File: config.mk
export PLATFORM = sky130hd
export DESIGN_NAME = ascon_hash_top
export DESIGN_NICKNAME = d
export VERILOG_FILES = /design/src/source/ascon_pkg.sv /design/src/source/ascon_hash_top.sv /design/src/source/hash_ctrl.sv /design/src/source/ascon_perm.sv /design/src/source/ascon_round.sv /design/src/source/block_fifo.sv /design/src/source/ascon_padder.sv
export SDC_FILE = /design/constraint.sdc
export NUM_CORES = 2
export LEC_CHECK = 0
export BUFFER_PORTS_ARGS = -buffer_cell sky130_fd_sc_hd__buf_4
export CAP_MARGIN = 10
export CORE_ASPECT_RATIO = 1.4
export CORE_UTILIZATION = 55
export CTS_CLUSTER_DIAMETER = 200
export DETAILED_ROUTE_END_ITERATION = 12
export PLACE_DENSITY = 0.71
export SLEW_MARGIN = 30
export SYNTH_ARGS = -nofsm -noshare
export SYNTH_HDL_FRONTEND = slang
export SYNTH_SLANG_ARGS = --single-unit
File: constraint.sdc
create_clock -name clk -period 18.4 [get_ports clk]
set_clock_uncertainty 0.15 [all_clocks]
set_input_delay 4.6 -clock clk [delete_from_list [all_inputs] [get_ports clk]]
set_output_delay 4.6 -clock clk [all_outputs]
set_load 0.03 [all_outputs]
File: src/source/ascon_pkg.sv
// Shared Ascon definitions
// Word, keep, state and rate-block types
// Hash controller state enum
// Hash256 IV, p12 round constants, digest length

`default_nettype none

package ascon_pkg;

    // --------------------
    // Basic types
    // --------------------

    // One Ascon word, byte 0 in bits 7:0
    typedef logic [63:0] ascon_word_t;

    // Byte enables for one stream beat
    typedef logic [7:0] ascon_keep_t;

    // Full 320-bit permutation state
    typedef struct packed {
        ascon_word_t s0;
        ascon_word_t s1;
        ascon_word_t s2;
        ascon_word_t s3;
        ascon_word_t s4;
    } ascon_state_t;

    // One padded rate block plus end-of-message marker
    typedef struct packed {
        ascon_word_t data;
        logic        last;
    } ascon_block_t;

    // Sponge controller states
    typedef enum logic [2:0] {
        IDLE,
        INIT_PERM,
        WAIT_BLOCK,
        ABSORB_PERM,
        SQUEEZE_OUT,
        SQUEEZE_PERM
    } hash_state_e;

    // --------------------
    // Constants
    // --------------------

    localparam int NUM_ROUNDS   = 12;
    localparam int DIGEST_WORDS = 4;

    // Initial S0 for Hash256, remaining words start at zero
    localparam ascon_word_t HASH_IV = 64'h0000_0801_00cc_0002;

    // Constants for p12, first round first
    localparam logic [7:0] ROUND_CONST [0:NUM_ROUNDS-1] = '{
        8'hf0, 8'he1, 8'hd2, 8'hc3, 8'hb4, 8'ha5,
        8'h96, 8'h87, 8'h78, 8'h69, 8'h5a, 8'h4b
    };

endpackage

`default_nettype wire
File: src/source/ascon_hash_top.sv
// Ascon-Hash256 accelerator top level
// Padder, block FIFO, sponge controller and permutation engine

`timescale 1ns/1ps
`default_nettype none

module ascon_hash_top #(
    parameter int FIFO_DEPTH = 4
) (
    input  logic                   clk,
    input  logic                   rst_i,
    input  logic                   start_i,
    output logic                   busy_o,
    output logic                   done_o,
    // Message byte stream
    input  ascon_pkg::ascon_word_t s_axis_tdata_i,
    input  ascon_pkg::ascon_keep_t s_axis_tkeep_i,
    input  logic                   s_axis_tlast_i,
    input  logic                   s_axis_tvalid_i,
    output logic                   s_axis_tready_o,
    // Digest stream
    output ascon_pkg::ascon_word_t m_axis_tdata_o,
    output logic                   m_axis_tlast_o,
    output logic                   m_axis_tvalid_o,
    input  logic                   m_axis_tready_i
);
    import ascon_pkg::*;

    // Padder to FIFO
    ascon_block_t blk;
    logic         blk_valid;
    logic         blk_ready;

    // FIFO to controller
    ascon_block_t fifo_blk;
    logic         fifo_valid;
    logic         fifo_ready;

    // Controller to permutation
    logic         perm_init;
    logic         perm_absorb;
    logic         perm_permute;
    ascon_word_t  absorb_word;
    ascon_word_t  perm_s0;
    logic         perm_ready;

    ascon_padder u_padder (
        .clk             (clk),
        .rst_i           (rst_i),
        .s_axis_tdata_i  (s_axis_tdata_i),
        .s_axis_tkeep_i  (s_axis_tkeep_i),
        .s_axis_tlast_i  (s_axis_tlast_i),
        .s_axis_tvalid_i (s_axis_tvalid_i),
        .s_axis_tready_o (s_axis_tready_o),
        .blk_o           (blk),
        .blk_valid_o     (blk_valid),
        .blk_ready_i     (blk_ready)
    );

    // Lets later messages queue while one is hashed
    block_fifo #(
        .DEPTH (FIFO_DEPTH)
    ) u_fifo (
        .clk        (clk),
        .rst_i      (rst_i),
        .wr_blk_i   (blk),
        .wr_valid_i (blk_valid),
        .wr_ready_o (blk_ready),
        .rd_blk_o   (fifo_blk),
        .rd_valid_o (fifo_valid),
        .rd_ready_i (fifo_ready)
    );

    hash_ctrl u_ctrl (
        .clk             (clk),
        .rst_i           (rst_i),
        .start_i         (start_i),
        .busy_o          (busy_o),
        .done_o          (done_o),
        .blk_i           (fifo_blk),
        .blk_valid_i     (fifo_valid),
        .blk_ready_o     (fifo_ready),
        .perm_ready_i    (perm_ready),
        .perm_s0_i       (perm_s0),
        .init_o          (perm_init),
        .absorb_o        (perm_absorb),
        .permute_o       (perm_permute),
        .absorb_word_o   (absorb_word),
        .m_axis_tdata_o  (m_axis_tdata_o),
        .m_axis_tlast_o  (m_axis_tlast_o),
        .m_axis_tvalid_o (m_axis_tvalid_o),
        .m_axis_tready_i (m_axis_tready_i)
    );

    ascon_perm u_perm (
        .clk           (clk),
        .rst_i         (rst_i),
        .init_i        (perm_init),
        .absorb_i      (perm_absorb),
        .permute_i     (perm_permute),
        .absorb_word_i (absorb_word),
        .s0_o          (perm_s0),
        .ready_o       (perm_ready)
    );

endmodule

`default_nettype wire

File: src/source/hash_ctrl.sv
// Hash256 sponge controller
// Init, absorb and squeeze sequencing of the permutation
// Digest word output stream, busy and done status

`timescale 1ns/1ps
`default_nettype none

module hash_ctrl (
    input  logic                    clk,
    input  logic                    rst_i,
    input  logic                    start_i,
    output logic                    busy_o,
    output logic                    done_o,
    input  ascon_pkg::ascon_block_t blk_i,
    input  logic                    blk_valid_i,
    output logic                    blk_ready_o,
    input  logic                    perm_ready_i,
    input  ascon_pkg::ascon_word_t  perm_s0_i,
    output logic                    init_o,
    output logic                    absorb_o,
    output logic                    permute_o,
    output ascon_pkg::ascon_word_t  absorb_word_o,
    output ascon_pkg::ascon_word_t  m_axis_tdata_o,
    output logic                    m_axis_tlast_o,
    output logic                    m_axis_tvalid_o,
    input  logic                    m_axis_tready_i
);
    import ascon_pkg::*;

    localparam int CW = $clog2(DIGEST_WORDS);

    hash_state_e   state_q;
    hash_state_e   state_d;
    // Digest words already sent
    logic [CW-1:0] cnt_q;
    // Last flag of the block being absorbed
    logic          last_q;
    logic          done_q;

    logic          last_word;
    logic          word_take;

    // --------------------
    // Output stream
    // --------------------

    // S0 is the digest word, held while the engine is idle
    assign m_axis_tdata_o  = perm_s0_i;
    assign m_axis_tvalid_o = state_q == SQUEEZE_OUT;
    assign last_word       = cnt_q == CW'(DIGEST_WORDS - 1);
    assign m_axis_tlast_o  = last_word;
    assign word_take       = m_axis_tvalid_o && m_axis_tready_i;

    assign busy_o          = state_q != IDLE;
    assign done_o          = done_q;
    assign absorb_word_o   = blk_i.data;

    // Blocks pulled only once the engine has finished
    assign blk_ready_o     = (state_q == WAIT_BLOCK) && perm_ready_i;

    // --------------------
    // Next state and pulses
    // --------------------

    always_comb begin
        state_d   = state_q;
        init_o    = 1'b0;
        absorb_o  = 1'b0;
        permute_o = 1'b0;
        case (state_q)
            IDLE: begin
                if (start_i) begin
                    init_o  = 1'b1;
                    state_d = INIT_PERM;
                end
            end
            INIT_PERM: begin
                if (perm_ready_i) begin
                    state_d = WAIT_BLOCK;
                end
            end
            WAIT_BLOCK: begin
                if (blk_valid_i && blk_ready_o) begin
                    absorb_o = 1'b1;
                    state_d  = ABSORB_PERM;
                end
            end
            ABSORB_PERM: begin
                // Final block leads into the squeeze
                if (perm_ready_i) begin
                    state_d = last_q ? SQUEEZE_OUT : WAIT_BLOCK;
                end
            end
            SQUEEZE_OUT: begin
                if (word_take && last_word) begin
                    state_d = IDLE;
                end else if (word_take) begin
                    permute_o = 1'b1;
                    state_d   = SQUEEZE_PERM;
                end
            end
            SQUEEZE_PERM: begin
                if (perm_ready_i) begin
                    state_d = SQUEEZE_OUT;
                end
            end
            default: begin
                state_d = IDLE;
            end
        endcase
    end

    always_ff @(posedge clk) begin
        if (rst_i) begin
            state_q <= IDLE;
            cnt_q   <= '0;
            last_q  <= 1'b0;
            done_q  <= 1'b0;
        end else begin
            state_q <= state_d;
            // One pulse after the closing digest word
            done_q  <= word_take && last_word;
            if (init_o) begin
                cnt_q <= '0;
            end else if (permute_o) begin
                cnt_q <= cnt_q + 1'b1;
            end
            if (absorb_o) begin
                last_q <= blk_i.last;
            end
        end
    end

endmodule

`default_nettype wire

File: src/source/ascon_perm.sv
// Ascon p12 engine, one round per cycle
// 320-bit state register with IV load and rate absorb
// Round counter and ready flag

`timescale 1ns/1ps
`default_nettype none

module ascon_perm (
    input  logic                   clk,
    input  logic                   rst_i,
    input  logic                   init_i,
    input  logic                   absorb_i,
    input  logic                   permute_i,
    input  ascon_pkg::ascon_word_t absorb_word_i,
    output ascon_pkg::ascon_word_t s0_o,
    output logic                   ready_o
);
    import ascon_pkg::*;

    ascon_state_t state_q;
    // Zero means idle, otherwise the next round to run
    logic [3:0]   round_q;

    ascon_state_t round_in;
    ascon_state_t round_out;
    logic         start;

    assign ready_o = round_q == '0;
    assign start   = ready_o && (init_i || absorb_i || permute_i);
    assign s0_o    = state_q.s0;

    // Round input: fresh IV, absorbed block or running state
    always_comb begin
        round_in = state_q;
        if (ready_o && init_i) begin
            round_in    = '0;
            round_in.s0 = HASH_IV;
        end else if (ready_o && absorb_i) begin
            round_in.s0 = state_q.s0 ^ absorb_word_i;
        end
    end

    // First round runs in the same cycle as the load
    ascon_round u_round (
        .state_i (round_in),
        .rc_i    (ROUND_CONST[round_q]),
        .state_o (round_out)
    );

    // State advances on a start and on every busy cycle
    always_ff @(posedge clk) begin
        if (start || !ready_o) begin
            state_q <= round_out;
        end
    end

    always_ff @(posedge clk) begin
        if (rst_i) begin
            round_q <= '0;
        end else if (start) begin
            round_q <= 4'd1;
        end else if (!ready_o) begin
            // Wrap to idle after the twelfth round
            if (round_q == 4'(NUM_ROUNDS - 1)) begin
                round_q <= '0;
            end else begin
                round_q <= round_q + 4'd1;
            end
        end
    end

endmodule

`default_nettype wire

File: src/source/ascon_round.sv
// One Ascon round, purely combinational
// Constant addition, bit-sliced 5-bit S-box, linear diffusion layer

`timescale 1ns/1ps
`default_nettype none

module ascon_round (
    input  ascon_pkg::ascon_state_t state_i,
    input  logic [7:0]              rc_i,
    output ascon_pkg::ascon_state_t state_o
);
    import ascon_pkg::*;

    ascon_word_t x0, x1, x2, x3, x4;
    ascon_word_t t0, t1, t2, t3, t4;
    ascon_word_t y0, y1, y2, y3, y4;

    // Right rotate of one word
    function automatic ascon_word_t ror(input ascon_word_t w, input int n);
        ror = (w >> n) | (w << (64 - n));
    endfunction

    // --------------------
    // Constant addition and S-box
    // --------------------

    always_comb begin
        // Constant goes into the low byte of S2
        x0 = state_i.s0;
        x1 = state_i.s1;
        x2 = state_i.s2 ^ {56'd0, rc_i};
        x3 = state_i.s3;
        x4 = state_i.s4;

        // Input mixing
        x0 = x0 ^ x4;
        x4 = x4 ^ x3;
        x2 = x2 ^ x1;

        // Chi-like core
        t0 = ~x0 & x1;
        t1 = ~x1 & x2;
        t2 = ~x2 & x3;
        t3 = ~x3 & x4;
        t4 = ~x4 & x0;
        x0 = x0 ^ t1;
        x1 = x1 ^ t2;
        x2 = x2 ^ t3;
        x3 = x3 ^ t4;
        x4 = x4 ^ t0;

        // Output mixing
        y1 = x1 ^ x0;
        y0 = x0 ^ x4;
        y3 = x3 ^ x2;
        y2 = ~x2;
        y4 = x4;
    end

    // --------------------
    // Linear layer
    // --------------------

    // Each word has its own rotation pair
    assign state_o.s0 = y0 ^ ror(y0, 19) ^ ror(y0, 28);
    assign state_o.s1 = y1 ^ ror(y1, 61) ^ ror(y1, 39);
    assign state_o.s2 = y2 ^ ror(y2, 1)  ^ ror(y2, 6);
    assign state_o.s3 = y3 ^ ror(y3, 10) ^ ror(y3, 17);
    assign state_o.s4 = y4 ^ ror(y4, 7)  ^ ror(y4, 41);

endmodule

`default_nettype wire

File: src/source/block_fifo.sv
// First-word-fall-through FIFO for padded rate blocks
// Circular buffer with read/write pointers and fill count

`timescale 1ns/1ps
`default_nettype none

module block_fifo #(
    parameter int DEPTH = 4
) (
    input  logic                    clk,
    input  logic                    rst_i,
    input  ascon_pkg::ascon_block_t wr_blk_i,
    input  logic                    wr_valid_i,
    output logic                    wr_ready_o,
    output ascon_pkg::ascon_block_t rd_blk_o,
    output logic                    rd_valid_o,
    input  logic                    rd_ready_i
);
    import ascon_pkg::*;

    localparam int AW = $clog2(DEPTH);

    ascon_block_t  mem [0:DEPTH-1];
    logic [AW-1:0] wr_ptr_q;
    logic [AW-1:0] rd_ptr_q;
    logic [AW:0]   count_q;

    logic          do_wr;
    logic          do_rd;

    // Flags straight from the fill count
    assign wr_ready_o = count_q != (AW + 1)'(DEPTH);
    assign rd_valid_o = count_q != '0;
    assign do_wr      = wr_valid_i && wr_ready_o;
    assign do_rd      = rd_valid_o && rd_ready_i;

    // Head entry shows without a read request
    assign rd_blk_o   = mem[rd_ptr_q];

    // Storage
    always_ff @(posedge clk) begin
        if (do_wr) begin
            mem[wr_ptr_q] <= wr_blk_i;
        end
    end

    // Pointers wrap naturally at the power-of-two depth
    always_ff @(posedge clk) begin
        if (rst_i) begin
            wr_ptr_q <= '0;
            rd_ptr_q <= '0;
            count_q  <= '0;
        end else begin
            if (do_wr) begin
                wr_ptr_q <= wr_ptr_q + 1'b1;
            end
            if (do_rd) begin
                rd_ptr_q <= rd_ptr_q + 1'b1;
            end
            if (do_wr && !do_rd) begin
                count_q <= count_q + 1'b1;
            end else if (do_rd && !do_wr) begin
                count_q <= count_q - 1'b1;
            end
        end
    end

endmodule

`default_nettype wire

File: src/source/ascon_padder.sv
// Stream padder for Hash256 messages
// Masks unkept lanes and appends the 0x01 pad byte
// Registered block output with valid/ready handshake
// Extra pad block after a full final beat

`timescale 1ns/1ps
`default_nettype none

module ascon_padder (
    input  logic                    clk,
    input  logic                    rst_i,
    input  ascon_pkg::ascon_word_t  s_axis_tdata_i,
    input  ascon_pkg::ascon_keep_t  s_axis_tkeep_i,
    input  logic                    s_axis_tlast_i,
    input  logic                    s_axis_tvalid_i,
    output logic                    s_axis_tready_o,
    output ascon_pkg::ascon_block_t blk_o,
    output logic                    blk_valid_o,
    input  logic                    blk_ready_i
);
    import ascon_pkg::*;

    ascon_block_t blk_q;
    logic         valid_q;
    // Full final beat seen, pad block still owed
    logic         pad_q;
    // Holds off the input for one cycle out of reset
    logic         en_q;

    ascon_keep_t  pad_lane;
    ascon_word_t  beat_data;
    logic         out_free;
    logic         take;
    logic         full_beat;

    // --------------------
    // Handshake
    // --------------------

    // Output register empty or being drained this cycle
    assign out_free        = !valid_q || blk_ready_i;
    assign s_axis_tready_o = en_q && out_free && !pad_q;
    assign take            = s_axis_tvalid_i && s_axis_tready_o;
    assign full_beat       = &s_axis_tkeep_i;

    // --------------------
    // Lane masking and pad byte
    // --------------------

    always_comb begin
        // First unkept lane of a contiguous keep run, none when all kept
        pad_lane = {s_axis_tkeep_i[6:0], 1'b1} ^ s_axis_tkeep_i;
        for (int l = 0; l < 8; l++) begin
            if (s_axis_tkeep_i[l]) begin
                beat_data[8*l +: 8] = s_axis_tdata_i[8*l +: 8];
            end else if (pad_lane[l] && s_axis_tlast_i) begin
                beat_data[8*l +: 8] = 8'h01;
            end else begin
                beat_data[8*l +: 8] = 8'h00;
            end
        end
    end

    // Control flags
    always_ff @(posedge clk) begin
        if (rst_i) begin
            valid_q <= 1'b0;
            pad_q   <= 1'b0;
            en_q    <= 1'b0;
        end else begin
            en_q <= 1'b1;
            if (pad_q && out_free) begin
                valid_q <= 1'b1;
                pad_q   <= 1'b0;
            end else if (take) begin
                valid_q <= 1'b1;
                pad_q   <= s_axis_tlast_i && full_beat;
            end else if (blk_ready_i) begin
                valid_q <= 1'b0;
            end
        end
    end

    // Block payload
    always_ff @(posedge clk) begin
        if (pad_q && out_free) begin
            // Lone pad block, 0x01 in byte 0
            blk_q.data <= 64'h01;
            blk_q.last <= 1'b1;
        end else if (take) begin
            blk_q.data <= beat_data;
            // A full final beat is not the last block
            blk_q.last <= s_axis_tlast_i && !full_beat;
        end
    end

    assign blk_o       = blk_q;
    assign blk_valid_o = valid_q;

endmodule

`default_nettype wire

==> qor.yml <==
run_status:
  outcome: "complete, no violations"
yosys:
  synth_area_per_cell_sq_um: 12.5
  syn-cell-area_sq_um: 42200
  netlist_instances: 3383
  syn_nets: 3602
  synth_edf_count: 580
  ys.flop_type: "edfxtp_1"
  post_synth_num_cell_types: 54
  synth_seq_cells: 668
  synth_seq_area_share: 0.454
  ys_warn_count: 0
  synth-async-reset-ratio: 0
worst_setup_path:
  critPathCaptureType: "register"
  crit_path_max_incr_delay_ps: 850
  critPathTopFamily: "buffers and inverters"
  slowest_stage: "xnor2_1"
  reg2reg_from: "u_perm.round_q[1]$_SDFFE_PP0P_"
  crit_required_ps: 18530
  worstSetupPathType: "input pin to register"
  crit_start: "start_i"
  cp_cell_sequence: "buf_4 -> nor4b_2 -> nand2_4 -> buf_4 -> buf_4 -> buf_4 -> nand2_1 -> ha_1 -> xor2_1 -> buf_4 -> xor2_1 -> xnor2_1"
  crit_path_max_fanout: 74
  arrival_ps: 9410
  worst-path-buf-inv: 5
  crit_path_start_kind: "input pin"
  crit_top_cell: "buf_4"
finish:
  n_fill_cell: 5890
  area_growth_pct: 11.0
  drive_gt1_frac: 0.144
  ff_latch_area_sq_um: 19200
  multi_input_area_sq_um: 21900
  nets: 3705
  n_antenna_cell: 0
place:
  gp_congestion: 1.06
  hpwl_mm: 113
  portBuffers: 146
min_path:
  hp-class: "register to register"
  min_from: "u_ctrl.last_q$_SDFFE_PP0P_"
detailed_routing:
  wl_mm: 145
  num_vias: 27100
  antenna_left: 0
  drt_iter0_drc: 2610
  wl_per_cell_microns: 32.1
  drt-vias-per-instance: 6.01
  drt_drc_violations_left: 0
  firstDrtPassIters: 6
clock_tree:
  htree_levels: 3
  cts_buffers: 70
  clk-insertion-delay-late_ps: 640
  cts_hold_buf: 0
  clkTransAtPathRegs_ps: 60
  ctsResizeCount: 0
  post_cts_buffers: 0
  clk_root_buffer_cell: "clkbuf_16"
  clock_sinks: 668
  clockBufferDepth: 3
  cts_tree: "built"
die:
  die_w_microns: 236
  die_h_microns: 330
  die_area_sq_um: 77900
  io_pins: 147
  coreArea_sq_um: 75600
  fp-row-count: 119
  initial_core_util: 0.558
timing:
  hold_viol: 0
  finalMaxSlewViolations: 0
  max_slew_margin: 0.241
  setup_viol: 0
  tightest_slew_ps: 1140
  fin_crit_sh: 0.504
  period_needed_ps: 9280
  fmaxAchievable_ghz: 0.108
  rsz0062_at_grt: "no"
  setup_tns_ps: 0
global_routing:
  antenna_found_initial: 1
  grt_pass1_vias: 26900
  globalRouteTotalUtil: 0.375
  grt_max_degree: 157
  grt-ovfl-total: 0
  grt_first_pass_wirelength_mm: 200
flow_run:
  maxCapViolCount: 0
[Yosys cell counts, types with 2 or more instances]
cell,n,area [sq um]
mux2i_1,12,120
inv_1,129,484
xor2_2,12,195
nand4_1,12,75.1
maj3_2,11,124
buf_2,34,170
a21oi_1,154,771
nand2b_1,4,25.0
xor3_1,24,571
nor2_2,4,25.0
a31oi_1,5,31.3
and2_1,96,601
nor2b_1,2,12.5
clkbuf_1,75,282
xor2_1,212,1860
buf_12,2,40.0
o21ai_0,60,300
o21ai_1,10,50.1
and4_1,49,429
edfxtp_1,580,17400
buf_4,66,495
maj3_1,37,370
nor2_1,179,672
a211o_1,2,17.5
a211oi_1,9,67.6
xnor2_2,22,358
dfxtp_1,88,1760
o21bai_1,3,22.5
buf_1,11,41.3
ha_1,140,1750
xnor2_1,668,5850
nand3_1,117,586
nor3_1,6,30.0
or3_1,3,18.8
and3_1,3,18.8
mux4_2,65,1460
and4_4,5,56.3
nand2_1,287,1080
xnor3_1,168,3780
buf_8,2,30.0
buf_6,2,22.5
[metal layers]
layer  track usage  up-vias  routed length (microns)
met4         0.326        0                    15100
met5             0        -                        0
li1              -    11900                        -
met3        0.0576      416                     9800
met2         0.607     1311                    67500
met1         0.440    13500                    52500
[logic make-up (layout without fill, tap and decap cells)]
logic type / Yosys count / count (layout) / synth area share
AO/OA/AOI/OAI: 248 / 248 / 0.0309
AND/OR/NAND/NOR: 774 / 774 / 0.0877
buffers and inverters: 321 / 481 / 0.0371
flip-flops: 668 / 668 / 0.454
adder cells (fa/ha/maj): 189 / 189 / 0.0537
multiplexers: 77 / 77 / 0.0375
XOR/XNOR: 1106 / 1106 / 0.299
[path summary, 6_finish.rpt]
| check | endpoint | slack (ps) | cells past startpoint |
|---|---|---|---|
| worst max register to register | u_perm.state_q[186]$_DFFE_PP_ | 12000 | 14 |
| worst min register to register | u_ctrl.last_q$_SDFFE_PP0P_ | 320 | 2 |
| worst max-delay path | u_perm.state_q[186]$_DFFE_PP_ | 9120 | 12 |
| worst min-delay path | u_ctrl.last_q$_SDFFE_PP0P_ | 320 | 2 |
[layout by cell type, fill, tap and decap left out, types with 8 or more instances in the layout]
master / Yosys / routed
buf_4: 66 / 218
o21ai_0: 60 / 60
mux4_2: 65 / 65
and4_1: 49 / 49
nand4_1: 12 / 12
clkinv_2: 0 / 10
mux2i_1: 12 / 12
a21oi_1: 154 / 154
bufinv_16: 0 / 8
edfxtp_1: 580 / 580
nor2_1: 179 / 179
clkbuf_1: 75 / 14
nand2_1: 287 / 285
maj3_1: 37 / 37
xnor2_1: 668 / 631
xnor2_2: 22 / 55
maj3_2: 11 / 11
xor2_1: 212 / 207
xnor3_1: 168 / 168
o21ai_1: 10 / 10
a211oi_1: 9 / 9
clkbuf_16: 0 / 71
dfxtp_1: 88 / 86
inv_1: 129 / 129
xor2_2: 12 / 17
xor3_1: 24 / 24
and2_1: 96 / 91
ha_1: 140 / 140
nand3_1: 117 / 117
[layout make-up]
class                           count  share of cell area
Clock buffer                       88              0.0399
Clock inverter                     41              0.0105
Inverter                          129              0.0103
Multi-Input combinational cell   2394               0.467
Sequential cell                   668               0.410
Tap cell                          968              0.0259
Timing Repair Buffer              223              0.0369
[flip-flops by register name, summed over array words and instances (netlist names), named ones only]
name,cells
u_ctrl.cnt_q,2
u_ctrl.done_o,1
u_ctrl.last_q,1
u_ctrl.state_q,3
u_fifo.count_q,3
u_fifo.mem,260
u_fifo.rd_ptr_q,2
u_fifo.wr_ptr_q,2
u_padder.blk_o,65
u_padder.blk_valid_o,1
u_padder.en_q,1
u_padder.pad_q,1
u_perm.round_q,4
u_perm.s0_o,64
u_perm.state_q,256
[stage by stage]
step / util / std cells / setup slack (ps) / cell area [sq um] / hold WS, ps
after global routing: 0.619 / 4511 / 8950 / 46800 / 364
after global placement: 0.583 / 4377 / 8480 / 44100 / 317
final: 0.619 / 4511 / 9120 / 46800 / 324
after CTS: 0.619 / 4511 / 9250 / 46800 / 329
after floorplan: - / 3383 / 889 / 42200 / 287
after detailed placement: 0.588 / 4382 / 8580 / 44400 / 319
[tightest hold or removal path, stage by stage (launching register included)]
cell     delay [ps]
dfxtp_1         310
nand2_1          60
a21oi_1          60
Power is left out: the tool's default activity adds up to more than one toggle a clock period on the data nets, which glitch-free logic cannot reach.
